[src/logic/conv_config.svh]
`ifndef CONV_CONFIG_SVH
`define CONV_CONFIG_SVH

// ~~~~~~~~~~~~~~~~~~~~~~~~~~~~~~~~~~~~~~~~~~~~~~~~~~~~~~~~~~~~~~~~~~~~~~~~~~~~
// array geometry and datapath widths
// ~~~~~~~~~~~~~~~~~~~~~~~~~~~~~~~~~~~~~~~~~~~~~~~~~~~~~~~~~~~~~~~~~~~~~~~~~~~~
`define CONV_COLS     4   // weight columns
`define CONV_ROWS     4   // pixel rows
`define CONV_X_BITS   8
`define CONV_K_BITS   8
`define CONV_Y_BITS   24  // sums wrap at this width

// ~~~~~~~~~~~~~~~~~~~~~~~~~~~~~~~~~~~~~~~~~~~~~~~~~~~~~~~~~~~~~~~~~~~~~~~~~~~~
// timing and flow control
// ~~~~~~~~~~~~~~~~~~~~~~~~~~~~~~~~~~~~~~~~~~~~~~~~~~~~~~~~~~~~~~~~~~~~~~~~~~~~
`define CONV_LAT_MUL  3   // multiplier register stages
`define CONV_CREDITS  4   // results the consumer can absorb
`define CONV_TAPS_MAX 16
`define CONV_TAP_BITS 5   // must hold CONV_TAPS_MAX

`endif

[src/logic/conv_ctrl_pkg.sv]
`include "conv_config.svh"

package conv_ctrl_pkg;

  typedef enum logic {
    IDLE = 1'b0,  // waiting for a configuration beat
    RUN  = 1'b1   // taking data beats of one group
  } engine_state_e;

  // taps per output group, 1 to CONV_TAPS_MAX
  typedef logic [`CONV_TAP_BITS-1:0] taps_t;

  // credit count, zero up to CONV_CREDITS inclusive
  typedef logic [$clog2(`CONV_CREDITS+1)-1:0] credit_t;

endpackage

[src/logic/tap_counter.sv]
module tap_counter (
  input  logic                clk,
  input  logic                resetn,
  input  logic                i_load,
  input  conv_ctrl_pkg::taps_t i_taps,
  input  logic                i_accept,
  output logic                o_first,
  output logic                o_last
);

  conv_ctrl_pkg::taps_t taps_q;  // taps in the current group
  conv_ctrl_pkg::taps_t pos_q;   // index of the next beat within the group

  always_ff @(posedge clk) begin
    if (!resetn) begin
      taps_q <= '0;
      pos_q  <= '0;
    end else if (i_load) begin
      taps_q <= i_taps;
      pos_q  <= '0;
    end else if (i_accept) begin
      if (o_last) begin
        pos_q <= '0;  // wrap so the next group starts at its first beat
      end else begin
        pos_q <= pos_q + 1'b1;
      end
    end
  end

  assign o_first = (pos_q == '0);
  assign o_last  = (pos_q == conv_ctrl_pkg::taps_t'(taps_q - 1'b1));

endmodule

[config.mk]
export PLATFORM = sky130hd
export DESIGN_NAME = tap_counter
export DESIGN_NICKNAME = d
export VERILOG_FILES = /design/src/logic/conv_ctrl_pkg.sv /design/src/logic/tap_counter.sv
export VERILOG_INCLUDE_DIRS = /design/src /design/src/logic
export SDC_FILE = /design/constraint.sdc
export NUM_CORES = 1
export LEC_CHECK = 0
export BUFFER_PORTS_ARGS = -buffer_cell sky130_fd_sc_hd__buf_2
export CAP_MARGIN = 20
export CELL_PAD_IN_SITES_DETAIL_PLACEMENT = 1
export CELL_PAD_IN_SITES_GLOBAL_PLACEMENT = 1
export CORE_UTILIZATION = 42
export CTS_CLUSTER_SIZE = 16
export DETAILED_ROUTE_END_ITERATION = 6
export PLACE_DENSITY = 0.87
export SETUP_SLACK_MARGIN = 0.2
export SLEW_MARGIN = 20
export SYNTH_ARGS = -nofsm -noshare
export SYNTH_HDL_FRONTEND = slang
export SYNTH_SLANG_ARGS = --single-unit
[constraint.sdc]
create_clock -name clk -period 3.3 [get_ports clk]
set_input_delay 0.825 -clock clk [delete_from_list [all_inputs] [get_ports clk]]
set_output_delay 0.825 -clock clk [all_outputs]
set_load 0.02 [all_outputs]
-- Word level (Yosys, flattened, before mapping)
Cells that the tools add are included.
- register bits after elaboration: 10
- input bits: 9
- output and inout bits: 2
- add/subtract/negate cells: 2
- equality and inequality tests: 1
- mux-type cells: 1
- bitwise gates (word level): 1
- reduce and logical (&&, ||, !) cells: 2
- operators by type and width (cell ; count):
    $add A5 B1 Y5 const B ; 1
    $eq A5 B5 Y1 ; 1
    $logic_not A5 Y1 ; 1
    $mux W5 ; 1
    $sub A5 B1 Y5 const B ; 1
    $reduce_or A2 Y1 ; 1
    $not A1 Y1 ; 1

-- Logic depth before layout (Yosys ltp)
Gate-level depths: netlist of the first run.
- word-level depth: 3
- mapped depth: 6

-- Worst setup path before layout of the first run
No wires, ideal clock.
- kind: register to output
- start point: register taps_q[0]
- end point: output o_last
- arrival time: 1.576 ns
- data required time: 2.475 ns
- setup slack: 0.899 ns
- stages on the path, launching flop included: 6
- path buffers: 0
- path through: dfxtp_1 inv_1 ha_1 o21ba_1 a221o_1 a211oi_4
- cells in the longest elaborated chain, start to end: 2
- RTL lines (item ; line ; RTL):
    start, declared ; tap_counter.sv:11 ; conv_ctrl_pkg::taps_t taps_q;
    start signal, assigned ; tap_counter.sv:19 ; taps_q <= i_taps;
    $sub A5 B1 Y5 ; tap_counter.sv:31 ; assign o_last = (pos_q == conv_ctrl_pkg::taps_t'(taps_q - 1'b1));
    $eq A5 B5 Y1 ; tap_counter.sv:31 ;
    end, declared ; tap_counter.sv:8 ; output logic o_last
No other way between the ends.

-- Final worst setup path of the first run
Ends and elaborated chain as after synthesis.

==> results of run 1 <==
[worst reg2reg max path, cell delays in order (launching register included)]
cell and delay (ns):
dfxtp_1 0.38, inv_1 0.06, ha_1 0.25, o21ba_1 0.19, a221o_1 0.39, a211oi_4 0.31
a211oi_1 0.13
[final cells by class]
cell class,count,share of cell area
Clock buffer,4,0.0533
Inverter,4,0.0221
Multi-Input combinational cell,45,0.529
Sequential cell,10,0.294
Tap cell,15,0.0276
Timing Repair Buffer,10,0.0735
[worst max path at each step]
stage | start | cells after the start | to
6_report | taps_q[0] | 6 | o_last
3_5_place_dp | taps_q[0] | 6 | o_last
2_1_floorplan | taps_q[0] | 5 | o_last
5_1_grt | taps_q[0] | 6 | o_last
3_3_place_gp | taps_q[0] | 6 | o_last
4_1_cts | taps_q[0] | 6 | o_last
[cells in the mapped netlist]
cell type | instances | area, um2
a211oi_1 | 3 | 22.5
a211oi_4 | 1 | 20.0
a221o_1 | 1 | 10.0
and3_1 | 1 | 6.26
buf_1 | 1 | 3.75
buf_6 | 1 | 11.3
clkbuf_1 | 1 | 3.75
dfxtp_1 | 10 | 200
ha_1 | 3 | 37.5
inv_1 | 4 | 15.0
mux2i_1 | 5 | 50.1
nand2_1 | 2 | 7.51
nand2b_1 | 1 | 6.26
nand3_1 | 3 | 15.0
nand4_1 | 3 | 18.8
nor2_1 | 1 | 3.75
nor2b_1 | 6 | 37.5
nor3_1 | 1 | 5.00
nor4b_1 | 1 | 8.76
o21ai_0 | 1 | 5.00
o21ba_1 | 1 | 10.0
o311ai_1 | 1 | 8.76
o32ai_1 | 1 | 8.76
xnor2_1 | 3 | 26.3
xor2_1 | 6 | 52.6
[kinds of logic (layout without fill, tap and decap cells)]
kind of cell | Yosys count | count (layout) | share of synthesized area
xor+xnor | 9 | 9 | 0.133
flops | 10 | 10 | 0.337
compound gates | 9 | 9 | 0.143
buf+inv | 7 | 18 | 0.0568
simple gates | 19 | 19 | 0.183
mux | 5 | 5 | 0.0842
fa+ha+maj | 3 | 3 | 0.0632
[power by group]
part           switching, mW  internal (mW)  total, mW  leakage (nW)
combinational         0.0261         0.0224     0.0485         0.180
clock                 0.0460         0.0671      0.113        0.0210
sequential           0.00612          0.126      0.132        0.0818
[per-stage QoR]
stage                     std cells  cell area [um2]   util
after CTS                        88              681  0.523
final                            88              681  0.523
after global routing             88              681  0.523
after global placement           84              644  0.495
after detailed placement         84              644  0.495
after floorplan                  62              594      -
[metal layers]
layer | up-vias | GRT usage | share of wire
li1 | 242 | - | -
met1 | 222 | 0.253 | 0.48
met2 | 8 | 0.320 | 0.46
met3 | 5 | 0.0682 | 0.033
met4 | 0 | 0.129 | 0.022
met5 | - | 0 | 0
[registers in the layout, summed over array words and instances (netlist names)]
| signal | flops |
|---|---|
| pos_q | 5 |
| taps_q | 5 |
==> metrics, run 1 <==
core area=1300 um2; IO Count=11; area taken by flip-flops and latches=between 200 and 250 um2; share of cells above drive strength 1=0.205; cell area after synthesis=594 um2; GPL Wtd Cong=0.824; PostCTS Resize Cnt=0; Clock Latency Late Sink=approximately 0.27 ns; pin count of the biggest net entering global routing=11; Cells after Synth=between 60 and 70; Crit path arrival time=2.08 ns; multi-input logic area=360 um2; WP data required=2.47 ns; slowest stage delay, CP=between 0.3 and 0.4 ns; sequential area share after synthesis=0.337; Reg-to-Reg End=pos_q[4]; HPWL Detailed=about 930 um; post-route ant nets=0; Max Clk Rate=0.344 GHz; RSZ-0062 raised after global routing=false; Tot Pwr=0.294 mW; Period minus WS final=just under 3 ns; via density per instance=around 5.4; Synth Register Bits=10; Iter 0 DRT Violations=9; clock slew at reported path FFs=roughly 0.070 ns; setup repair bufs after CTS=0; clk_skew=between 0.001 and 0.0015 ns; clk root buf=clkbuf_4; die span in y=roughly 40 um; status=finished clean; Final Hold Viols=0; worst setup margin=roughly 0.4 ns; most frequent cells in the layout=buf_2 (10), dfxtp_1 (10), xor2_1 (6), nor2b_1 (6), mux2i_1 (5); pre-CTS WS=0.723 ns; Routed WL per cell=between 10 and 15 um; fin crit share=0.880; Total Routing Usage GR=0.211; Syn Area/Cell=between 9 and 10 um2; Crit-path slowest cell=a221o_1; CP startpoint kind=flop; initial core utilization=0.457; Final Routed Wirelength=1.28 mm; Pins Over Slew Limit=0; antenna cells=0; TNS Setup=0 ns; Hold Startpoint=taps_q[1]; I/O Buffers=10; initial antenna violation count=0; critical path's top delay family=compound AO/OA/AOI/OAI gates; number of global-route vias before repair=484; DRC Markers=0; # fillers=~160; CTS Buf Count=3; H-tree depth=1; worst hold stages=2; Slew HR=0.769; Worst Setup End Kind=primary output; worst hold margin=0.545 ns; DIE WIDTH=39.6 um; Setup Viol. Count Final=0; Hold Path Class=reg -> reg; Power Dens Cells=431 nW/um2; Sink Count=10; clock buffer depth=2; post-synthesis cell type count=25; first-pass GRT wire length=~2.1 mm; CP Cell Sequence=inv_1 -> ha_1 -> o21ba_1 -> a221o_1 -> a211oi_4 -> buf_2; syn nets=74; Worst Path Buf+Inv=2; LEAKAGE=roughly 0.28 nW; VDD IR-drop max=0.273 mV; Worst R2R Path Depth=6; Nets=86; CTS Hold Bufs=0; r2r setup slk=about 1.5 ns; Max FO, Critical Path=5; Syn-to-layout area delta=14.5%; routed via count=477; maxcap violations=0; 1st-pass router iterations=2; DIE AREA=1570 um2; hold endpoint=taps_q[1]; CTS tree=done; Slew @ Worst Pin=roughly 0.34 ns; # rows=13; critical path type=reg -> out; synth warn=0; Congestion Overflow GR=0; r2r startpoint=taps_q[0]
(Power assumes the default switching activity.)
==> run 2, diff against run 1 <==
--- a/config.mk
+++ b/config.mk
@@ -11,8 +11,9 @@
 export CELL_PAD_IN_SITES_DETAIL_PLACEMENT = 1
 export CELL_PAD_IN_SITES_GLOBAL_PLACEMENT = 1
+export CORE_MARGIN = 1
 export CORE_UTILIZATION = 42
 export CTS_CLUSTER_SIZE = 16
 export DETAILED_ROUTE_END_ITERATION = 6
-export PLACE_DENSITY = 0.87
+export PLACE_DENSITY_LB_ADDON = 0.1
 export SETUP_SLACK_MARGIN = 0.2
 export SLEW_MARGIN = 20
==> constraint.sdc (replaced) <==
create_clock -name clk -period 3.3 [get_ports clk]
set_input_delay 0.495 -clock clk [delete_from_list [all_inputs] [get_ports clk]]
set_output_delay 0.495 -clock clk [all_outputs]
set_load 0.02 [all_outputs]
==> metrics, run 2 (synthesis gave the netlist of run 1 again) <==
status=finished clean; Largest regs=pos_q x5, taps_q x5; DIE AREA=1570 um2 (unchanged); initial core utilization=0.457 (unchanged); TNS Setup=0 ns (unchanged); sequential share of power=0.459 (+0.009); Hold Path Class=in -> reg; GPL Wtd Cong=0.713 (-13%); P_int=0.215 mW (about the same); critical path type=reg -> out; LEAKAGE=0.283 nW (unchanged); Slew HR=0.778 (+0.00943); share of cells above drive strength 1=0.205 (unchanged); Power Dens Cells=422 nW/um2 (-2.2%); DIE WIDTH=39.6 um (unchanged); number of global-route vias before repair=431 (-11%); Congestion Overflow GR=0 (unchanged); # rows=13 (unchanged); initial antenna violation count=0 (unchanged); Pins Over Slew Limit=0 (unchanged); Net Sw Frac=0.250 (-0.0163); most frequent cells in the layout=buf_2 (10), dfxtp_1 (10), xor2_1 (6), nor2b_1 (6), mux2i_1 (5); Max FO, Critical Path=5 (unchanged); Crit path arrival time=2.08 ns (about the same); clk root buf=clkbuf_4; Slew @ Worst Pin=0.332 ns (-0.0121 ns); count of non-filler cells in the finished layout=88 (unchanged); antenna cells=0 (unchanged); Final Util=0.523 (unchanged); via density per instance=5.44 (+0.42%); CTS tree=done; # fillers=165 (+1.9%); first-pass GRT wire length=1.79 mm (-14%); I/O Buffers=10 (unchanged); CTS Hold Bufs=0 (unchanged); clk_skew=0.000889 ns (-0.000303 ns); setup repair bufs after CTS=0 (unchanged); 1st-pass router iterations=3 (+1); WP data required=2.80 ns (+0.33 ns); Routed WL per cell=13.9 um (-5.0%); design area=681 um2 (unchanged); IO Count=11 (unchanged); RSZ-0062 raised after global routing=false; fin crit share=0.780 (-0.0999); pin count of the biggest net entering global routing=11 (unchanged); Sink Count=10 (unchanged); Final Hold Viols=0 (unchanged); Final Routed Wirelength=1.22 mm (-5.0%); post-route ant nets=0 (unchanged); Clock Latency Late Sink=0.26 ns (about the same); Setup Viol. Count Final=0 (unchanged); maxcap violations=0 (unchanged); logic gate share of total power=0.168 (+0.003); Cell Area, Placed=644 um2 (unchanged); clock slew at reported path FFs=0.06 ns (about the same); dpl cells=84 (unchanged); clock buffer depth=2 (unchanged); core area=1300 um2 (unchanged); DRC Markers=0 (unchanged); routed via count=479 (+0.42%); Syn-to-layout area delta=14.5% (unchanged); Total Routing Usage GR=0.181 (-0.0294); sw power=0.0718 mW (-8.2%); PostCTS Resize Cnt=0 (unchanged); Iter 0 DRT Violations=6 (-3); Period minus WS final=2.57 ns (-0.330 ns); Nets=86 (unchanged); H-tree depth=1 (unchanged); die span in y=39.6 um (unchanged); clock network fraction of total power=0.373 (-0.012); Max Clk Rate=0.388 GHz (+13%); Worst Setup End Kind=primary output; VDD IR-drop max=0.270 mV (-1.3%); Tot Pwr=0.287 mW (-2.2%); CTS Buf Count=3 (unchanged); CP startpoint kind=flop
run 2: routing by layer:
metal / part of all wire / up-vias / wire length, um / global-route usage
met5: 0 / - / 0 / 0
met4: 0.0082 / 0 / 10 / 0.0517
met3: 0.047 / 2 / 57 / 0.0852
met2: 0.49 / 8 / 601 / 0.283
met1: 0.45 / 228 / 551 / 0.218
li1: - / 241 / - / -
run 2: per-stage QoR:
stage | worst slack (ns) | hold slack, ns
finish | 0.726 | 0.488
global placement | 1.06 | 0.524
CTS | 0.700 | 0.486
floorplan | 1.23 | 0.503
global route | 0.604 | 0.505
detailed placement | 0.991 | 0.538
run 2: layout make-up:
type                       instances  area (um2)  area share
tap                               15        18.8      0.0276
timing repair buffer              10        50.0      0.0735
multi-input combinational         45         360       0.529
clock buffer                       4        36.3      0.0533
inverter                           4        15.0      0.0221
sequential                        10         200       0.294
run 2: path summary, 6_finish.rpt:
path,start,cells after the start,to,slack (ns)
setup reg to reg,taps_q[0],6,pos_q[3],1.46
hold / removal,i_taps[3],3,taps_q[3],0.49
setup / recovery,taps_q[0],6,o_last,0.73
hold reg to reg,taps_q[4],2,taps_q[4],0.54
run 2: critical path: stages, from the launching register on:
cell,delay (ns)
dfxtp_1,0.38
inv_1,0.07
ha_1,0.26
o21ba_1,0.19
a221o_1,0.39
a211oi_4,0.31
buf_2,0.22
run 2: power groups by stage:
stage / Clock, mW / Combinational [mW] / Sequential [mW]
4_1_cts: 0.111 / 0.0494 / 0.132
3_5_place_dp: 0 / 0.0490 / 0.135
2_1_floorplan: 0 / 0.0363 / 0.133
6_report: 0.107 / 0.0483 / 0.132
3_3_place_gp: 0 / 0.0468 / 0.134
5_1_grt: 0.117 / 0.0544 / 0.132
