[src/logic/conv_config.svh]
`ifndef CONV_CONFIG_SVH
`define CONV_CONFIG_SVH

// ~~~~~~~~~~~~~~~~~~~~~~~~~~~~~~~~~~~~~~~~~~~~~~~~~~~~~~~~~~~~~~~~~~~~~~~~~~~~
// array geometry and datapath widths
// ~~~~~~~~~~~~~~~~~~~~~~~~~~~~~~~~~~~~~~~~~~~~~~~~~~~~~~~~~~~~~~~~~~~~~~~~~~~~
`define CONV_COLS     4   // weight columns
`define CONV_ROWS     4   // pixel rows
`define CONV_X_BITS   8
`define CONV_K_BITS   8
`define CONV_Y_BITS   24  // sums wrap at this width

// ~~~~~~~~~~~~~~~~~~~~~~~~~~~~~~~~~~~~~~~~~~~~~~~~~~~~~~~~~~~~~~~~~~~~~~~~~~~~
// timing and flow control
// ~~~~~~~~~~~~~~~~~~~~~~~~~~~~~~~~~~~~~~~~~~~~~~~~~~~~~~~~~~~~~~~~~~~~~~~~~~~~
`define CONV_LAT_MUL  3   // multiplier register stages
`define CONV_CREDITS  4   // results the consumer can absorb
`define CONV_TAPS_MAX 16
`define CONV_TAP_BITS 5   // must hold CONV_TAPS_MAX

`endif

[src/logic/conv_data_pkg.sv]
`include "conv_config.svh"

package conv_data_pkg;

  // one input pixel
  typedef logic signed [`CONV_X_BITS-1:0] pixel_t;

  // one kernel weight
  typedef logic signed [`CONV_K_BITS-1:0] weight_t;

  // full precision product of a pixel and a weight
  typedef logic signed [`CONV_X_BITS+`CONV_K_BITS-1:0] product_t;

  // accumulated sum, wraps modulo 2^Y_BITS
  typedef logic signed [`CONV_Y_BITS-1:0] sum_t;

endpackage

[src/logic/proc_element.sv]
`include "conv_config.svh"

module proc_element (
  input  logic                   clk,
  input  logic                   resetn,
  input  logic                   i_en,
  input  conv_data_pkg::pixel_t  i_pixel,
  input  conv_data_pkg::weight_t i_weight,
  input  logic                   i_first,
  output conv_data_pkg::sum_t    o_sum
);

  localparam int LAT_MUL = `CONV_LAT_MUL;

  conv_data_pkg::product_t mul_q [LAT_MUL];
  logic [LAT_MUL-1:0]      first_q;  // first flag aligned with the product chain
  conv_data_pkg::sum_t     acc_q;

  always_ff @(posedge clk) begin
    if (i_en) begin
      mul_q[0] <= i_pixel * i_weight;  // both operands signed so the product is signed
      for (int i = 1; i < LAT_MUL; i++) begin
        mul_q[i] <= mul_q[i-1];
      end
    end
  end

  always_ff @(posedge clk) begin
    if (!resetn) begin
      first_q <= '0;
    end else if (i_en) begin
      first_q <= (first_q << 1) | LAT_MUL'(i_first);
    end
  end

  // the first product of a group replaces the old sum instead of adding to it
  always_ff @(posedge clk) begin
    if (i_en) begin
      if (first_q[LAT_MUL-1]) begin
        acc_q <= conv_data_pkg::sum_t'(mul_q[LAT_MUL-1]);
      end else begin
        acc_q <= acc_q + conv_data_pkg::sum_t'(mul_q[LAT_MUL-1]);
      end
    end
  end

  assign o_sum = acc_q;

endmodule

[src/logic/proc_engine.sv]
`include "conv_config.svh"

module proc_engine (
  input  logic                                        clk,
  input  logic                                        resetn,
  input  logic                                        i_en,
  input  logic                                        i_accept,
  input  logic                                        i_first,
  input  logic                                        i_last,
  input  logic                                        i_frame_last,
  input  conv_data_pkg::pixel_t  [`CONV_ROWS-1:0]     i_pixels,
  input  conv_data_pkg::weight_t [`CONV_COLS-1:0]     i_weights,
  output logic                                        o_res_valid,
  output logic                                        o_res_last,
  output conv_data_pkg::sum_t [`CONV_COLS-1:0][`CONV_ROWS-1:0] o_res_data
);

  localparam int COLS    = `CONV_COLS;
  localparam int ROWS    = `CONV_ROWS;
  localparam int LAT_MUL = `CONV_LAT_MUL;
  localparam int LAT_CTL = LAT_MUL + 1;  // multiplier stages plus the accumulator

  conv_data_pkg::pixel_t [ROWS-1:0] pix_gated;
  logic                             first_gated;

  // control bits {accept, last, frame_last} walking beside the products
  logic [2:0] ctl_q [LAT_CTL];
  logic       acc_d;
  logic       last_d;
  logic       frame_last_d;

  // ~~~~~~~~~~~~~~~~~~~~~~~~~~~~~~~~~~~~~~~~~~~~~~~~~~~~~~~~~~~~~~~~~~~~~~~~~~~~
  // bubble gating
  // ~~~~~~~~~~~~~~~~~~~~~~~~~~~~~~~~~~~~~~~~~~~~~~~~~~~~~~~~~~~~~~~~~~~~~~~~~~~~
  // a zero pixel makes every product of an idle cycle zero, so it adds nothing
  always_comb begin
    for (int r = 0; r < ROWS; r++) begin
      pix_gated[r] = i_accept ? i_pixels[r] : '0;
    end
  end

  assign first_gated = i_first & i_accept;  // only a taken beat may restart the sums

  // ~~~~~~~~~~~~~~~~~~~~~~~~~~~~~~~~~~~~~~~~~~~~~~~~~~~~~~~~~~~~~~~~~~~~~~~~~~~~
  // element array
  // ~~~~~~~~~~~~~~~~~~~~~~~~~~~~~~~~~~~~~~~~~~~~~~~~~~~~~~~~~~~~~~~~~~~~~~~~~~~~
  for (genvar c = 0; c < COLS; c++) begin : g_col
    for (genvar r = 0; r < ROWS; r++) begin : g_row
      proc_element u_pe (
        .clk      (clk),
        .resetn   (resetn),
        .i_en     (i_en),
        .i_pixel  (pix_gated[r]),
        .i_weight (i_weights[c]),
        .i_first  (first_gated),
        .o_sum    (o_res_data[c][r])
      );
    end
  end

  // ~~~~~~~~~~~~~~~~~~~~~~~~~~~~~~~~~~~~~~~~~~~~~~~~~~~~~~~~~~~~~~~~~~~~~~~~~~~~
  // control delay line
  // ~~~~~~~~~~~~~~~~~~~~~~~~~~~~~~~~~~~~~~~~~~~~~~~~~~~~~~~~~~~~~~~~~~~~~~~~~~~~
  always_ff @(posedge clk) begin
    if (!resetn) begin
      for (int i = 0; i < LAT_CTL; i++) begin
        ctl_q[i] <= '0;
      end
    end else if (i_en) begin
      ctl_q[0] <= {i_accept, i_last, i_frame_last};
      for (int i = 1; i < LAT_CTL; i++) begin
        ctl_q[i] <= ctl_q[i-1];
      end
    end
  end

  assign {acc_d, last_d, frame_last_d} = ctl_q[LAT_CTL-1];

  // high in the cycle after the last product of a group was accumulated
  assign o_res_valid = acc_d & last_d;
  assign o_res_last  = frame_last_d;  // only read together with o_res_valid

endmodule

[config.mk]
export PLATFORM = sky130hd
export DESIGN_NAME = proc_engine
export DESIGN_NICKNAME = d
export VERILOG_FILES = /design/src/logic/conv_data_pkg.sv /design/src/logic/proc_element.sv /design/src/logic/proc_engine.sv
export VERILOG_INCLUDE_DIRS = /design/src /design/src/logic
export SDC_FILE = /design/constraint.sdc
export NUM_CORES = 2
export LEC_CHECK = 0
export BUFFER_PORTS_ARGS = -buffer_cell sky130_fd_sc_hd__buf_2
export CAP_MARGIN = 20
export CORE_MARGIN = 2
export CORE_UTILIZATION = 50
export CTS_BUF_LIST = sky130_fd_sc_hd__clkbuf_16
export DETAILED_ROUTE_END_ITERATION = 10
export MAX_ROUTING_LAYER = met4
export PLACE_DENSITY = 0.67
export SYNTH_ARGS = -nofsm -noshare
export SYNTH_HDL_FRONTEND = slang
export SYNTH_SLANG_ARGS = --single-unit
[constraint.sdc]
create_clock -name clk -period 7.1 [get_ports clk]
set_clock_uncertainty 0.05 [all_clocks]
set_input_delay 1.065 -clock clk [delete_from_list [all_inputs] [get_ports clk]]
set_output_delay 1.065 -clock clk [all_outputs]
set_load 0.01 [all_outputs]
Word level (Yosys, flattened, before mapping)
Memories as Yosys holds them, arrays and structs flattened.
Index checks and enable logic that the tools add are counted.

word-level totals
  memories = 17
  output and inout bits = 386
  bits in registers = 432
  input port bits = 71
  memory bits (writable) = 780

cells by class
  multiplexer cells = 29
  multiply operators = 16
  bitwise logic cells = 22
  add/sub/neg operators = 16

memory list
  name                          words  width  read ports  clocked after memory_dff  write ports  line                text
  g_col[0].g_row[0].u_pe.mul_q  3      16     3           0                         3            proc_element.sv:15  conv_data_pkg::product_t mul_q [LAT_MUL];
  g_col[0].g_row[1].u_pe.mul_q  3      16     3           0                         3            proc_element.sv:15
  g_col[0].g_row[2].u_pe.mul_q  3      16     3           0                         3            proc_element.sv:15
  g_col[0].g_row[3].u_pe.mul_q  3      16     3           0                         3            proc_element.sv:15
  g_col[1].g_row[0].u_pe.mul_q  3      16     3           0                         3            proc_element.sv:15
  g_col[1].g_row[1].u_pe.mul_q  3      16     3           0                         3            proc_element.sv:15
  +11 memories                  n/a    n/a    n/a         n/a                       n/a          n/a

operators by type and width
  cell                                          count
  24-bit by 16-bit adder with 24-bit output     16
  24-bit two-way mux                            16
  8-bit by 8-bit multiplier with 16-bit output  16
  3-bit by 1-bit OR with 3-bit output           16
  8-bit two-way mux                             4
  3-bit two-way mux                             4
  1-bit two-way mux                             5
  1-bit OR                                      4
  1-bit AND                                     2

Depth between registers and ports, before layout
  depth after elaboration = 4
  mapped depth = 22

By module
A second synthesis with hierarchy kept.

second synthesis, totals
  cell total of the unflattened synthesis = 9497
  area total of the unflattened synthesis = 101811.4 um2

by module, submodules not included
  module                                     times used  cells each  seq. area each (um2)  area each (um2)
  proc_element (g_col[0].g_row[0].u_pe ...)  5           593         2222.1                6353.6
  proc_element (g_col[2].g_row[3].u_pe ...)  4           604         2222.1                6413.7
  proc_element (g_col[1].g_row[2].u_pe ...)  4           578         2222.1                6237.2
  proc_element (g_col[1].g_row[1].u_pe)      1           586         2222.1                6311.1
  proc_element (g_col[2].g_row[2].u_pe)      1           587         2222.1                6249.7
  proc_element (g_col[3].g_row[3].u_pe)      1           567         2222.1                6157.2
  proc_engine                                1           64          360.3                 721.9

Worst setup path before layout
Ideal clock, no wire load.

  path kind = input to register
  start point = input i_accept
  end point = memory g_col[2].g_row[3].u_pe.mul_q[0][14] in the netlist's numbering, data pin
  stages on the path = 21
  arrival time = 5.884 ns
  setup slack = 0.971 ns
  library setup time = 0.195 ns
  buffers on the path = 4
  path through = clkbuf_1 -> clkbuf_1 -> clkbuf_1 -> clkbuf_1 -> nand3_1 -> fa_1 -> inv_1 -> fa_1 -> inv_1 -> fa_1 -> fa_1 -> inv_1 -> ha_1 -> nor2b_1 -> o21ai_0 -> a21boi_0 -> o21ai_0 -> a21oi_1 -> o21ai_0 -> or4b_2 -> o311ai_0

RTL lines
  what             line                text
  start, declared  proc_engine.sv:7    input logic i_accept,
  end, declared    proc_element.sv:15

==> results.ini <==
[worst_setup_path]
max_stage_delay_ns=0.65
path_class=primary input to flip-flop
crit_path_end_kind=flip-flop
worstPathMaxFanout=71
worst_ep_arrival_time_ns=6.44
worstReg2RegStart=g_col[3].g_row[0].u_pe.o_sum[0]
startpoint_type=primary input
crit_family=adder cells
cp.buffers_inverters=5
crit_slowest_cell=fa_1
cp_common_cell=fa_1
worstPathRequired_ns=7.64
cp-startpoint=i_accept
path_cells=buf_8, buf_4, and2_1, nand2_1, fa_1, fa_1, inv_1, fa_1, inv_1, fa_1, inv_1, ha_1, a21o_1, o21ai_0, or4b_2, o311ai_0

[sta]
slew_headroom=0.352
setup_viol_count_final=0
fin_crit_ns=5.90
max_freq_mhz=169
finalSetupTns_ns=0
worstMarginPinSlew_ns=0.972
drv_slew=0
fin_ws_ns=1.20
hold_viol_final=0
fin_crit_sh=0.832
rsz0062_at_grt=no
hold_slack_ns=0.335

[clocking]
cts_setup_buffers=0
cts_root_buf=clkbuf_16
cts_tree=yes
clock_latency_ns=0.83
cts_made_buffers=135
cts_resized=0
clk_path_buf_depth=3
holdBufCountCts=0
path_clk_slew_ns=0.06
cts_sinks=1167
h-tree-depth=4

[floorplan]
dieWidth_um=446
coreArea_um2=195000
initial_core_util=0.502
dieHeight_um=446
io_pins=457
die-area_um2=199000
fp-row-count=162

[power_and_ir_drop]
total_power_mw=40.4
powerDensity_nw_per_um2=376
leakagePower_nw=49.2
irDropWorstVdd_v=0.000276

[finish]
drive_gt1_frac=0.0896
nNetsFinal=11400
area.growth.synth_to_final_pct=9.78

[synth]
syn_area_per_cell_um2=10.5
synth_xor_area_frac=0.0481
synth_mux_area_frac=0.00737
syn_nets=11100
synth_top_family_by_area=adder cells
synth_seq_cells=1167
async_flop_share=0
synth_area_um2=97800
synth_adder_area_share=0.290
synth_edf_count=1164
ys.flop_type=edfxtp_1
yosys_warnings=0
synth_compound_area_frac=0.104
synthCells=9290
ys_seq_area_frac=0.358
ys_types=89
yosys.area_share.simple=0.122

[placed_design]
gp_congestion=0.924
place.port_buffers=456
pre_cts_ws_ns=0.437
dp_hpwl_um=183000

[routing]
drt-initial-drc-count=5146
firstDrtPassIters=5
detail_route.wirelength_um=244000
drcViolationCount=0
routed-via-count=68800
antenna_left=0
vias_per_cell=5.60
wl_per_cell_um=19.9

[worst_hold_path]
hold_class=flip-flop to flip-flop
min_from=g_col[1].g_row[3].u_pe.mul_q[0][28]

[flow_run]
drv_cap=0

[global_routing]
grt_pass1_vias=69500
grt_usage=0.255
grt_overflow_total=0
grt_max_degree=176
grt_pass1_wl_um=389000
antenna_found_initial=40

[run_status]
status=finished clean

[layer usage]
layer,track usage,vias to the layer above,part of all wire
li1,-,32400,-
met2,0.393,2050,0.46
met1,0.349,33900,0.44
met5,-,-,0
met3,0.0360,381,0.062
met4,0.0870,0,0.035
[registers in the layout, summed over array words and instances, names as in the netlist]
signal and cells:
g_col.g_row.u_pe.first_q 3, g_col.g_row.u_pe.o_sum 384, ctl_q 12, g_col.g_row.u_pe.mul_q 768
[power by group]
group / switching [mW] / internal [mW]
logic: 11.9 / 8.81
clock network: 3.08 / 3.97
registers: 1.37 / 11.2
total: 16.4 / 24.0
[worst paths after layout]
kind                                                       endpoint  slack (ns)  cells past startpoint
worst max register to register     g_col[3].g_row[0].u_pe.o_sum[20]        3.71                     11
worst min-delay path            g_col[1].g_row[3].u_pe.mul_q[0][44]        0.34                      0
worst min register to register  g_col[1].g_row[3].u_pe.mul_q[0][44]        0.34                      0
worst max-delay path            g_col[2].g_row[0].u_pe.mul_q[0][14]        1.20                     16
[per-stage QoR]
stage          instances  instance area [um^2]  utilization
3_5_place_dp       12000                103000        0.528
4_1_cts            12300                107000        0.551
6_report           12300                107000        0.552
5_1_grt            12300                107000        0.552
2_1_floorplan       9290                 97800            -
3_3_place_gp       12000                103000        0.528
[logic make-up after synthesis]
| logic type | after synthesis |
|---|---|
| AND/OR/NAND/NOR | 2340 |
| buffers and inverters | 1828 |
| adder cells (fa/ha/maj) | 1728 |
| AO/OA/AOI/OAI | 1623 |
| flip-flops | 1167 |
| XOR/XNOR | 537 |
| multiplexers | 67 |
[layout by cell type, fill, tap and decap left out, types with 21 or more instances in the layout]
master | Yosys | routed
clkbuf_16 | 0 | 135
a21boi_0 | 34 | 34
o21a_1 | 65 | 65
ha_1 | 832 | 832
xor2_1 | 163 | 163
a41oi_1 | 26 | 26
and3_1 | 722 | 722
buf_4 | 2 | 93
clkinvlp_4 | 0 | 23
o21bai_1 | 52 | 52
a21oi_1 | 388 | 388
buf_2 | 1 | 454
o211ai_1 | 37 | 37
a21o_1 | 199 | 199
and2_1 | 81 | 81
edfxtp_1 | 1164 | 1164
o21ai_0 | 527 | 527
a31oi_1 | 34 | 34
nor2_1 | 258 | 258
mux2i_1 | 27 | 27
a221oi_1 | 21 | 21
or3_1 | 27 | 27
nand2_1 | 762 | 762
mux2_2 | 40 | 40
diode_2 | 0 | 25
nand3_1 | 120 | 120
o31ai_1 | 54 | 54
fa_1 | 896 | 896
nand4_1 | 35 | 35
a211oi_1 | 48 | 48
inv_1 | 1447 | 1457
nand2b_1 | 38 | 38
nor2b_1 | 120 | 120
xnor2_1 | 374 | 374
nor3_1 | 87 | 87
[cells in the mapped netlist (all sizes together), types with 40 or more instances]
library cell     n  area, um^2
a211oi          49         373
a21o           199        1490
a21oi          388        1940
and2            83         522
and3           722        4520
clkbuf         364        1370
edfxtp        1164       35000
fa             896       17900
ha             832       10400
inv           1447        5430
mux2            40         450
nand2          763        2870
nand3          120         601
nor2           258         968
nor2b          120         751
nor3            88         445
o21a            65         488
o21ai          528        2640
o21bai          52         390
o31ai           55         418
xnor2          374        3280
xor2           163        1430
[final cells by class]
cell class / count / area [um^2]
clock inverters: 112 / 1200
inverters: 1447 / 5430
fillers: 16800 / 87300
diodes: 25 / 62.6
clock buffers: 135 / 3380
repair buffers: 558 / 3180
multi-input cells: 6295 / 55900
flip-flops and latches: 1167 / 35000
well taps: 2542 / 3180
(Power assumes the default switching activity.)
