===== src/logic/conv_config.svh =====
`ifndef CONV_CONFIG_SVH
`define CONV_CONFIG_SVH

// ~~~~~~~~~~~~~~~~~~~~~~~~~~~~~~~~~~~~~~~~~~~~~~~~~~~~~~~~~~~~~~~~~~~~~~~~~~~~
// array geometry and datapath widths
// ~~~~~~~~~~~~~~~~~~~~~~~~~~~~~~~~~~~~~~~~~~~~~~~~~~~~~~~~~~~~~~~~~~~~~~~~~~~~
`define CONV_COLS     4   // weight columns
`define CONV_ROWS     4   // pixel rows
`define CONV_X_BITS   8
`define CONV_K_BITS   8
`define CONV_Y_BITS   24  // sums wrap at this width

// ~~~~~~~~~~~~~~~~~~~~~~~~~~~~~~~~~~~~~~~~~~~~~~~~~~~~~~~~~~~~~~~~~~~~~~~~~~~~
// timing and flow control
// ~~~~~~~~~~~~~~~~~~~~~~~~~~~~~~~~~~~~~~~~~~~~~~~~~~~~~~~~~~~~~~~~~~~~~~~~~~~~
`define CONV_LAT_MUL  3   // multiplier register stages
`define CONV_CREDITS  4   // results the consumer can absorb
`define CONV_TAPS_MAX 16
`define CONV_TAP_BITS 5   // must hold CONV_TAPS_MAX

`endif


===== src/logic/conv_ctrl_pkg.sv =====
`include "conv_config.svh"

package conv_ctrl_pkg;

  typedef enum logic {
    IDLE = 1'b0,  // waiting for a configuration beat
    RUN  = 1'b1   // taking data beats of one group
  } engine_state_e;

  // taps per output group, 1 to CONV_TAPS_MAX
  typedef logic [`CONV_TAP_BITS-1:0] taps_t;

  // credit count, zero up to CONV_CREDITS inclusive
  typedef logic [$clog2(`CONV_CREDITS+1)-1:0] credit_t;

endpackage


===== src/logic/conv_data_pkg.sv =====
`include "conv_config.svh"

package conv_data_pkg;

  // one input pixel
  typedef logic signed [`CONV_X_BITS-1:0] pixel_t;

  // one kernel weight
  typedef logic signed [`CONV_K_BITS-1:0] weight_t;

  // full precision product of a pixel and a weight
  typedef logic signed [`CONV_X_BITS+`CONV_K_BITS-1:0] product_t;

  // accumulated sum, wraps modulo 2^Y_BITS
  typedef logic signed [`CONV_Y_BITS-1:0] sum_t;

endpackage


===== src/logic/credit_out_stage.sv =====
`include "conv_config.svh"

module credit_out_stage (
  input  logic                                                clk,
  input  logic                                                resetn,
  input  logic                                                i_valid,
  input  logic                                                i_last,
  input  conv_data_pkg::sum_t [`CONV_COLS-1:0][`CONV_ROWS-1:0] i_data,
  output logic                                                o_en,
  output logic                                                o_m_valid,
  output logic                                                o_m_last,
  output conv_data_pkg::sum_t [`CONV_COLS-1:0][`CONV_ROWS-1:0] o_m_data,
  input  logic                                                i_m_credit
);

  localparam int COLS = `CONV_COLS;
  localparam int ROWS = `CONV_ROWS;

  conv_data_pkg::sum_t [COLS-1:0][ROWS-1:0] data_q [2];
  logic [1:0]                              last_q;
  logic                                    wr_ptr_q;
  logic                                    rd_ptr_q;
  logic [1:0]                              count_q;  // entries held, 0 to 2
  conv_ctrl_pkg::credit_t                  credit_q;
  logic                                    push;
  logic                                    pop;

  assign o_en = (count_q != 2'd2);  // a full buffer freezes the whole pipeline
  assign push = i_valid & o_en;
  assign pop  = o_m_valid;          // the consumer takes every result we send

  always_ff @(posedge clk) begin
    if (push) begin
      data_q[wr_ptr_q] <= i_data;
      last_q[wr_ptr_q] <= i_last;
    end
  end

  always_ff @(posedge clk) begin
    if (!resetn) begin
      wr_ptr_q <= 1'b0;
      rd_ptr_q <= 1'b0;
      count_q  <= '0;
    end else begin
      if (push) wr_ptr_q <= ~wr_ptr_q;
      if (pop) rd_ptr_q <= ~rd_ptr_q;
      count_q <= count_q + 2'(push) - 2'(pop);
    end
  end

  // ~~~~~~~~~~~~~~~~~~~~~~~~~~~~~~~~~~~~~~~~~~~~~~~~~~~~~~~~~~~~~~~~~~~~~~~~~~~~
  // credits
  // ~~~~~~~~~~~~~~~~~~~~~~~~~~~~~~~~~~~~~~~~~~~~~~~~~~~~~~~~~~~~~~~~~~~~~~~~~~~~
  always_ff @(posedge clk) begin
    if (!resetn) begin
      credit_q <= conv_ctrl_pkg::credit_t'(`CONV_CREDITS);
    end else begin
      credit_q <= credit_q + conv_ctrl_pkg::credit_t'(i_m_credit)
                           - conv_ctrl_pkg::credit_t'(pop);
    end
  end

  assign o_m_valid = (count_q != '0) && (credit_q != '0);
  assign o_m_last  = last_q[rd_ptr_q];
  assign o_m_data  = data_q[rd_ptr_q];

endmodule


===== config.mk =====
export PLATFORM = sky130hd
export DESIGN_NAME = credit_out_stage
export DESIGN_NICKNAME = d
export VERILOG_FILES = /design/src/logic/conv_ctrl_pkg.sv /design/src/logic/conv_data_pkg.sv /design/src/logic/credit_out_stage.sv
export VERILOG_INCLUDE_DIRS = /design/src /design/src/logic
export SDC_FILE = /design/constraint.sdc
export NUM_CORES = 1
export LEC_CHECK = 0
export CAP_MARGIN = 10
export CORE_AREA = 4 4 299 301
export DETAILED_ROUTE_END_ITERATION = 12
export DIE_AREA = 0 0 303 305
export DONT_BUFFER_PORTS = 1
export SYNTH_ARGS = -nofsm -noshare
export SYNTH_HDL_FRONTEND = slang
export SYNTH_SLANG_ARGS = --single-unit
export TNS_END_PERCENT = 100

===== constraint.sdc =====
create_clock -name clk -period 13.1 [get_ports clk]
set_input_delay 2.62 -clock clk [delete_from_list [all_inputs] [get_ports clk]]
set_output_delay 2.62 -clock clk [all_outputs]
set_load 0.02 [all_outputs]

After elaboration in Yosys (flattened, before gate mapping)
Memories as Yosys holds them, arrays and structs flattened. A register that Yosys moved wholly into a read port is not among the register bits.
Index checks and enable logic that the tools add are counted.

word-level totals
  bits in writable memories = 768
  memories kept = 1
  flip-flop bits (word level) = 9
  input port bits = 389
  output and inout port bits = 387
  word-level logic and storage cells = 30

memory list
  name    depth  width  read ports  clocked after memory_dff  wr ports  RTL line                text
  data_q  2      384    1           1                         1         credit_out_stage.sv:19  conv_data_pkg::sum_t [COLS-1:0][ROWS-1:0] data_q [2];

operators by class
  add/sub/neg operators = 4
  reductions and logical operators = 4
  muxes and demuxes = 9
  bitwise operators = 3
  order comparisons = 3
  equal/unequal tests = 1

operator list
  operator                                                                       count
  1-bit two-way mux                                                              7
  1-bit by 2-bit less-than comparator with 1-bit output (second input constant)  2
  3-bit by 1-bit adder with 3-bit output                                         1
  3-bit nonzero test                                                             1
  3-bit by 1-bit subtractor with 3-bit output                                    1
  2-bit by 1-bit adder with 2-bit output                                         1
  2-bit bitwise mux                                                              1
  1-bit logical AND                                                              2
  2-bit inequality test (second input constant)                                  1
  1-bit NOT                                                                      2
  2-bit nonzero test                                                             1
  2-bit by 1-bit subtractor with 2-bit output                                    1
  1-bit bitwise AND                                                              1
  1-bit demux with 1-bit select                                                  1
  1-bit greater-or-equal comparator (second input constant)                      1

Depth between registers and ports, before layout
Gate-level depths: netlist of the first run.

  depth in word-level cells = 5
  mapped depth = 8
  gate-level depth less buffers = 8

Worst setup path after synthesis of the first run
OpenSTA, ideal clock, no wires.

  kind = in2reg
  from = input port i_valid
  to = memory data_q[1][0] (netlist name), enable pin
  library setup time = 801 ps
  arrival time = 11408 ps
  required time = 12299 ps
  cell stages on the path = 1
  buffers on the path = 0
  slack = 891 ps
  path through = and3_1

on the way
  cells in the longest elaborated chain, start to end = 3

RTL lines
  element                                  RTL line                text
  start: declaration                       credit_out_stage.sv:6   input logic i_valid,
  1-bit bitwise AND                        credit_out_stage.sv:29  assign push = i_valid & o_en;
  1-bit two-way mux                        credit_out_stage.sv:33  if (push) begin
  1-bit two-way mux (implied by the code)  credit_out_stage.sv:34  data_q[wr_ptr_q] <= i_data;
  end: declaration                         credit_out_stage.sv:19

No other way between the ends.

==> flow_summary.json, run 1 <==
{
  "syn_nets": 1631,
  "hold_viol": 0,
  "min_period_ns": 6.34,
  "core_area_um2": 86600,
  "fin_skew_ns": 0.0209,
  "cp_slowest_cell": "dfxtp_4",
  "hpwlAfterDp_mm": 44.4,
  "switching_share_pct": 29.6,
  "drv_cap": 0,
  "power-per-cell-area_nw_per_um2": 216,
  "io_pins": 776,
  "seqPwrFrac_pct": 46.7,
  "mostFrequentLayoutCells": "770 x edfxtp_1, 355 x mux2_2, 81 x clkbuf_16, 30 x mux2_4, 19 x clkbuf_1",
  "path_class": "reg -> out",
  "die-area_um2": 92400,
  "final_antenna_net_count": 0,
  "slew_headroom_pct": 27.3,
  "area_growth_pct": 12.8,
  "irDropWorstVdd_uv": 168,
  "setup_tns_ns": 0,
  "io_buffers": 0,
  "p_leak_nw": 10.2,
  "fin_ws_ns": 6.76,
  "synth_area_um2": 28400,
  "setup_violations": 0,
  "grt_pass1_vias": 12400,
  "nNetsFinal": 1684,
  "p_int_mw": 4.87,
  "drc_errors": 0,
  "fmax_mhz": 158,
  "cts_resized": 0,
  "critPathTopFamily": "buffers and inverters",
  "grt_pass1_wl_mm": 87.5,
  "worst_pin_slew_ns": 1.09,
  "final_common_cell": "edfxtp_1",
  "clockBufferDepth": 3,
  "vias": 11600,
  "yosysWarnings": 0,
  "cts_root_buf": "clkbuf_16",
  "crit_buf_inv": 2,
  "crit_chain": "buf_4 > buf_4 > mux2_2",
  "clk_latency_ns": 0.62,
  "start_util_pct": 32.8,
  "drive_above_1_share_pct": 37.8,
  "maxSlewViolCount": 0,
  "finalCritPeriodShare_pct": 48.4,
  "clk_pin_slew_ns": 0.06,
  "crit_arrival_ns": 3.72,
  "fin_util_pct": 37.0,
  "grt_remaining_overflow": 0,
  "dr.pass1.iters": 4,
  "synthTopCellsByArea": "edfxtp_1 81%, mux2_2 14%, buf_6 1.6%",
  "path_max_fanout": 72,
  "synth-seq-cells": 778,
  "status": "finished, final reports clean",
  "ys_seq_area_share_pct": 81.9,
  "routed_via_density": 4.63,
  "cts_setup_buffers": 0,
  "track_usage_pct": 12.9,
  "routedWlPerCell_um": 24.9,
  "p_comb_share_pct": 22.1,
  "drt_wl_total_mm": 62.4,
  "cpMostUsedCell": "buf_4",
  "hold_buffers": 0,
  "max_stage_delay_ns": 0.95,
  "cts_made_buffers": 78,
  "grt_max_degree": 112,
  "antenna_found_initial": 2,
  "yosysTopAreaCell": "edfxtp_1",
  "htreeDepth": 3,
  "ys_types": 23,
  "synthCells": 1239,
  "rsz0062_at_grt": "false",
  "clockPowerShare_pct": 31.1,
  "cts_tree": "yes",
  "cts.sinks": 778,
  "gp_routability_congestion": 0.821,
  "switchingPower_mw": 2.04,
  "synth_top_area_share_pct": 81.3,
  "fp.dieW_um": 303,
  "worst_ep_required_time_ns": 10.48,
  "cp-end-kind": "primary output",
  "first_iter_violations": 749,
  "rows": 108,
  "place_ws_ns": 7.16,
  "critPathLaunchType": "register",
  "avgSynthCellArea_um2": 22.9,
  "die_h_um": 305,
  "hp-class": "reg -> reg"
}
power groups by stage:
stage / Combinational (mW) / Clock (mW) / Sequential (mW)
after floorplan: 1.35 / 0 / 3.36
after global placement: 1.53 / 0 / 3.28
after detailed placement: 1.55 / 0 / 3.29
after CTS: 1.56 / 2.22 / 3.24
after global routing: 1.60 / 2.35 / 3.26
final: 1.53 / 2.15 / 3.23
layer usage:
| layer | share of wire (%) | track usage (%) | vias to the layer above | wire length (um) |
|---|---|---|---|---|
| met3 | 10 | 6.04 | 125 | 6510 |
| met1 | 31 | 12.2 | 5920 | 19500 |
| met4 | 3.9 | 5.49 | 0 | 2440 |
| li1 | - | - | 5044 | - |
| met2 | 54 | 23.7 | 522 | 33900 |
| met5 | 0 | 0 | - | 0 |
path summary, 6_finish.rpt:
kind	from	end	slack, ns	cells past startpoint
max	register	o_m_data[359]	6.76	3
min	credit_q[1]	credit_q[2]	0.56	2
max reg2reg	count_q[0]	data_q[1][350]	8.92	4
min reg2reg	credit_q[1]	credit_q[2]	0.56	2
final cells by class:
class                           count  area (um^2)
Fill cell                        7779        54600
Inverter                            3         18.8
Clock inverter                     39          388
Timing Repair Buffer               16          144
Antenna cell                        2         5.00
Tap cell                         1155         1450
Sequential cell                   778        23300
Clock buffer                      100         2100
Multi-Input combinational cell    415         4670
worst register-to-register path, cell delays in order (launching register included):
cell      delay, ns
dfxtp_1        0.40
nand2b_1       0.42
and3_4         0.91
buf_4          0.99
buf_4          1.00
synth_stat cells, drive strengths merged:
cell    instances
and2            3
and3            1
nand2           6
ha              2
inv             3
buf            43
dfxtp           8
fa              1
o21ai           1
nand3           1
o32a            1
a21bo           1
xnor2           3
nor3b           1
a21oi           2
nor2            3
xor2            1
edfxtp        770
nand2b          2
mux2          385
nand3b          1
registers in the layout (all words and copies together), names as in the netlist, named ones only:
| register | flops |
|---|---|
| data_q | 768 |
| credit_q | 3 |
| count_q | 2 |
| last_q | 2 |
| rd_ptr_q | 1 |
| wr_ptr_q | 1 |
cells by family (layout without fill, tap and decap cells):
| group | Yosys count | count (layout) | synth area share (%) |
|---|---|---|---|
| other cells | 0 | 2 | 0 |
| mux | 385 | 385 | 15.6 |
| buf+inv | 46 | 158 | 1.68 |
| compound gates | 5 | 5 | 0.167 |
| flops | 778 | 778 | 81.9 |
| fa+ha+maj | 3 | 3 | 0.158 |
| xor+xnor | 4 | 4 | 0.123 |
| simple gates | 18 | 18 | 0.321 |
through the flow:
stage	hold WS, ns	instance area, um^2	cells	power, mW
floorplan	0.503	28400	1239	4.71
global placement	0.532	29500	2366	4.81
detailed placement	0.533	29600	2367	4.84
CTS	0.554	32100	2506	7.02
global route	0.572	32100	2508	7.21
finish	0.558	32100	2508	6.91
(Power assumes the default switching activity.)
==> run 2, diff against run 1 <==
--- a/config.mk
+++ b/config.mk
@@ -6,10 +6,11 @@
 export SDC_FILE = /design/constraint.sdc
 export NUM_CORES = 1
 export LEC_CHECK = 0
+export ABC_AREA = 1
 export CAP_MARGIN = 10
-export CORE_AREA = 4 4 299 301
+export CORE_AREA = 4 4 297 299
 export DETAILED_ROUTE_END_ITERATION = 12
-export DIE_AREA = 0 0 303 305
+export DIE_AREA = 0 0 301 303
 export DONT_BUFFER_PORTS = 1
 export SYNTH_ARGS = -nofsm -noshare
 export SYNTH_HDL_FRONTEND = slang
==> constraint.sdc (replaced) <==
create_clock -name clk -period 6 [get_ports clk]
set_input_delay 1.2 -clock clk [delete_from_list [all_inputs] [get_ports clk]]
set_output_delay 1.2 -clock clk [all_outputs]
set_load 0.02 [all_outputs]
==> run 2 against run 1 <==
Against the previous run: synthesized cell count grew 0.97%; global-route usage grew 0.099 points; utilization grew 2.6 points; via count is essentially flat; clock-buffer cell count shrank 4; final area grew 5.3%; critical path type unchanged.
==> flow_summary.json, run 2 <==
{
  "yosysTopAreaCell": "edfxtp_1",
  "async_reset_ff_share_pct": 0,
  "fmax_mhz": 248,
  "hpwlAfterDp_mm": 45.4,
  "worst-r2r-setup-slack_ns": 3.38,
  "yosysWarnings": 0,
  "io_pins": 776,
  "grt_pass1_vias": 12200,
  "avgSynthCellArea_um2": 23.8,
  "die_h_um": 303,
  "fp.dieW_um": 301,
  "cts_setup_buffers": 0,
  "die-area_um2": 91200,
  "maxSlewViolCount": 0,
  "fin_area_um2": 33800,
  "htreeDepth": 3,
  "fin_util_pct": 39.6,
  "cp-end-kind": "primary output",
  "synthCells": 1251,
  "cts_resized": 0,
  "clockBufferDepth": 3,
  "placed_area_um2": 31000,
  "routed_via_density": 4.59,
  "syn_nets": 1643,
  "drv_cap": 0,
  "path_class": "reg -> out",
  "regMostFlops": "data_q",
  "track_usage_pct": 13.0,
  "antenna_found_initial": 2,
  "final_antenna_net_count": 0,
  "whs_ns": 0.543,
  "clk_pin_slew_ns": 0.05,
  "cts_root_buf": "clkbuf_16",
  "largest_register_ffs": 768,
  "power-per-cell-area_nw_per_um2": 481,
  "synth_edf_count": 770,
  "setup_violations": 0,
  "dr_wl_met2_mm": 33.9,
  "rsz0062_at_grt": "false",
  "cts_made_buffers": 83,
  "dr.pass1.iters": 4,
  "slew_headroom_pct": 21.7,
  "p_leak_nw": 11.7,
  "cts.sinks": 778,
  "drc_errors": 0,
  "synth_top_area_share_pct": 77.8,
  "path_max_fanout": 123,
  "drt_wl_total_mm": 63.2,
  "first_iter_violations": 695,
  "fin_skew_ns": 0.00877,
  "start_util_pct": 34.9,
  "top_regs": "data_q (768), credit_q (3)",
  "finalCritPeriodShare_pct": 67.1,
  "ys_seq_area_share_pct": 78.3,
  "nNetsFinal": 1710,
  "synth_area_um2": 29700,
  "clk_latency_ns": 0.61,
  "final_common_cell": "edfxtp_1",
  "critPathLaunchType": "register",
  "hold_viol": 0,
  "top_layer_used": "met5",
  "min_period_ns": 4.03,
  "synth.most_common_cell": "edfxtp_1",
  "worst_ep_required_time_ns": 4.80,
  "rows": 107,
  "mostFrequentLayoutCells": "770 x edfxtp_1, 360 x mux2_4, 89 x clkbuf_16, 24 x mux2_2",
  "cts_tree": "yes",
  "worst_pin_slew_ns": 1.17,
  "hold_buffers": 0,
  "routedWlPerCell_um": 25.0,
  "grt_pass1_wl_mm": 86.4,
  "synth-main-ff-cell": "edfxtp_1",
  "vias": 11600,
  "wl_met1_mm": 19.6,
  "ys_types": 17,
  "gp_routability_congestion": 0.797,
  "hp-class": "reg -> reg",
  "synth-seq-cells": 778,
  "core_area_um2": 85100,
  "area_growth_pct": 13.6,
  "irDropWorstVdd_uv": 334,
  "grt_max_degree": 128,
  "synthTopCellsByArea": "edfxtp_1 78%, mux2_4 18%, buf_6 1.1%",
  "met3_length_mm": 7.81,
  "io_buffers": 0,
  "drive_above_1_share_pct": 39.3,
  "crit_arrival_ns": 2.83,
  "grt_remaining_overflow": 0,
  "status": "finished, final reports clean",
  "synth_common_cells": "770 x edfxtp_1, 360 x mux2_4, 28 x buf_6, 24 x mux2_2, 16 x nand2_1"
}
## run 2: cell families (layout without fill, tap and decap cells)
| kind of cell | after synthesis | after routing | synth area share [%] |
|---|---|---|---|
| flip-flops | 778 | 778 | 78.3 |
| multiplexers | 384 | 384 | 19.1 |
| buffers and inverters | 53 | 188 | 1.91 |
| AND/OR/NAND/NOR | 27 | 27 | 0.354 |
| adder cells (fa/ha/maj) | 3 | 3 | 0.152 |
| AO/OA/AOI/OAI | 3 | 3 | 0.0505 |
| XOR/XNOR | 3 | 3 | 0.0884 |
| other | 0 | 2 | 0 |
## run 2: power breakdown
| group | switching [mW] | total [mW] | internal, mW |
|---|---|---|---|
| combinational | 2.50 | 4.04 | 1.55 |
| sequential | 0.234 | 7.09 | 6.86 |
| clock | 2.00 | 5.09 | 3.09 |
## run 2: per-stage QoR
stage | instances | TNS, ns | worst slack [ns] | power [mW]
after floorplan | 1251 | -1087.34 | -1.42 | 10.8
after global placement | 2377 | 0 | 2.66 | 11.2
after detailed placement | 2377 | 0 | 2.58 | 11.3
after CTS | 2530 | 0 | 1.88 | 16.5
after global routing | 2530 | 0 | 1.86 | 16.9
final | 2532 | 0 | 1.97 | 16.2
## run 2: final cells by class
type / instances / area (um^2)
diodes: 2 / 5.00
clock buffers: 96 / 2250
clock inverters: 57 / 546
fillers: 7506 / 51400
inverters: 10 / 37.5
multi-input cells: 420 / 5900
flip-flops and latches: 778 / 23300
well taps: 1144 / 1430
repair buffers: 25 / 300
## run 2: path summary, 6_finish.rpt
check / startpoint / end / cells past startpoint
worst max-delay path: register / o_m_data[172] / 2
worst min-delay path: rd_ptr_q / register / 2
worst max register to register: count_q[0] / data_q[1][229] / 6
worst min register to register: rd_ptr_q / register / 2
## run 2: per-layer routing
metal | vias to the layer above | global-route usage, %
li1 | 5103 | -
met1 | 5852 | 12.5
met2 | 550 | 23.6
met3 | 105 | 6.83
met4 | 2 | 4.94
met5 | - | 0
## run 2: critical path, stage by stage (launching register included)
cell	delay, ns
dfxtp_4	0.84
buf_12	0.55
mux2_4	0.41
==> run 3, diff against run 2 <==
--- a/config.mk
+++ b/config.mk
@@ -6,11 +6,11 @@
 export SDC_FILE = /design/constraint.sdc
 export NUM_CORES = 1
 export LEC_CHECK = 0
-export ABC_AREA = 1
+export ABC_AREA = 0
 export CAP_MARGIN = 10
-export CORE_AREA = 4 4 297 299
+export CORE_AREA = 4 4 299 301
 export DETAILED_ROUTE_END_ITERATION = 12
-export DIE_AREA = 0 0 301 303
+export DIE_AREA = 0 0 303 305
 export DONT_BUFFER_PORTS = 1
 export SYNTH_ARGS = -nofsm -noshare
 export SYNTH_HDL_FRONTEND = slang
==> constraint.sdc (replaced) <==
create_clock -name clk -period 4.1 [get_ports clk]
set_input_delay 0.82 -clock clk [delete_from_list [all_inputs] [get_ports clk]]
set_output_delay 0.82 -clock clk [all_outputs]
set_load 0.02 [all_outputs]
==> run 3 against run 2 <==
Against the previous run: worst setup slack lost 1.2 ns; largest cell class unchanged; critical path type unchanged; critical endpoint is now o_m_data[122]; final area is 3.6% lower; utilization decreased by 2.1 points.
==> flow_summary.json, run 3 (synthesis results as in run 1) <==
{
  "r2r-end": "data_q[0][225]",
  "finalCritPeriodShare_pct": 81.5,
  "io_pins": 776,
  "multiInputGateArea_um2": 4670,
  "mostFrequentLayoutCells": "770 x edfxtp_1, 355 x mux2_2, 83 x clkbuf_16, 33 x buf_4, 30 x mux2_4",
  "start_util_pct": 32.8,
  "first_iter_violations": 640,
  "final_antenna_net_count": 0,
  "worst-r2r-setup-slack_ns": 1.59,
  "r2r-start": "count_q[0]",
  "die_h_um": 305,
  "drc_errors": 0,
  "track_usage_pct": 13.3,
  "top_regs": "data_q (768), credit_q (3)",
  "fin_skew_ns": 0.0213,
  "cts_setup_buffers": 0,
  "vias": 11800,
  "cts_tree": "yes",
  "grt_pass1_vias": 12500,
  "cts_resized": 0,
  "nFillCells": 7742,
  "setup_violations": 0,
  "maxSlewViolCount": 0,
  "fin_util_pct": 37.6,
  "hold_buffers": 0,
  "hp-class": "in -> reg",
  "htreeDepth": 3,
  "grt_pass1_wl_mm": 88.9,
  "drt_wl_total_mm": 64.3,
  "routed_via_density": 4.63,
  "hp-start": "resetn",
  "clockBufferDepth": 3,
  "power-per-cell-area_nw_per_um2": 684,
  "worst_ep_required_time_ns": 3.28,
  "fp.dieW_um": 303,
  "die-area_um2": 92400,
  "io_buffers": 0,
  "dr.pass1.iters": 4,
  "min_period_ns": 3.34,
  "worst_pin_slew_ns": 0.838,
  "nNetsFinal": 1721,
  "grt_max_degree": 62,
  "critPathLaunchType": "register",
  "largest_register_ffs": 768,
  "routedWlPerCell_um": 25.1,
  "core_area_um2": 86600,
  "whs_ns": 0.266,
  "antenna_found_initial": 7,
  "drv_cap": 0,
  "crit_arrival_ns": 2.52,
  "hold_viol": 0,
  "fmax_mhz": 299,
  "path_max_fanout": 36,
  "place_ws_ns": 1.33,
  "gp_routability_congestion": 0.772,
  "area_growth_pct": 14.5,
  "hold_depth": 1,
  "placed_cells": 2402,
  "hpwlAfterDp_mm": 47.3,
  "final_common_cell": "edfxtp_1",
  "status": "finished, final reports clean",
  "cp-end-kind": "primary output",
  "setup_tns_ns": 0,
  "drive_above_1_share_pct": 39.8,
  "rows": 108,
  "clk_latency_ns": 0.63,
  "fin_area_um2": 32500,
  "final-seq-area_um2": 23300,
  "placed_area_um2": 30000,
  "grt_remaining_overflow": 0,
  "p_leak_nw": 10.4,
  "cts_root_buf": "clkbuf_16",
  "fin_ws_ns": 0.760,
  "cts_made_buffers": 80,
  "fin_cells": 2556,
  "rsz0062_at_grt": "false",
  "holdPathEnd": "credit_q[2]",
  "regMostFlops": "data_q",
  "slew_headroom_pct": 44.1,
  "irDropWorstVdd_uv": 474,
  "path_class": "reg -> out",
  "report.power.total_mw": 22.3,
  "cts.sinks": 778,
  "clk_pin_slew_ns": 0.06,
  "timing.reg2reg.worst_path_depth": 5
}
run 3: cell count changes in the layout (fill, tap and decap cells not counted), moves of 6 or more:
cell	before	now
inv_1	10	2
mux2_4	360	30
clkinvlp_4	10	4
buf_4	16	33
clkbuf_1	7	17
nand2_1	15	6
clkbuf_16	89	83
buf_12	9	18
bufinv_16	9	2
mux2_2	24	355
diode_2	2	8
run 3: layout make-up:
| cell class | instances | share of cell area [%] |
|---|---|---|
| Sequential cell | 778 | 71.6 |
| Inverter | 3 | 0.0461 |
| Clock buffer | 102 | 6.66 |
| Tap cell | 1155 | 4.44 |
| Antenna cell | 8 | 0.0615 |
| Multi-Input combinational cell | 415 | 14.4 |
| Clock inverter | 44 | 1.01 |
| Timing Repair Buffer | 51 | 1.87 |
run 3: power by group:
part	internal [mW]	switching, mW
combinational	1.69	3.51
clock	3.90	2.91
sequential	9.96	0.306
total	15.6	6.72
run 3: critical path: stages, from the launching register on:
cell and delay [ns]:
dfxtp_4 0.89, buf_4 0.48, mux2_2 0.46
run 3: how the worst max path moves through the flow:
stage	startpoint	endpoint	slack, ns
floorplan	i_valid	data_q[0][0]	-3.02
global placement	register	o_m_data[114]	1.37
detailed placement	register	o_m_data[122]	1.33
global route	register	o_m_data[122]	0.62
finish	register	o_m_data[122]	0.76
CTS	register	o_m_data[122]	0.60
run 3: metal layers:
metal / global-route usage, % / vias to the layer above / share of wire (%)
met5: 0 / - / 0.020
met4: 4.59 / 2 / 2.7
met3: 7.19 / 112 / 12
met2: 24.0 / 536 / 53
met1: 12.8 / 6053 / 32
li1: - / 5139 / -
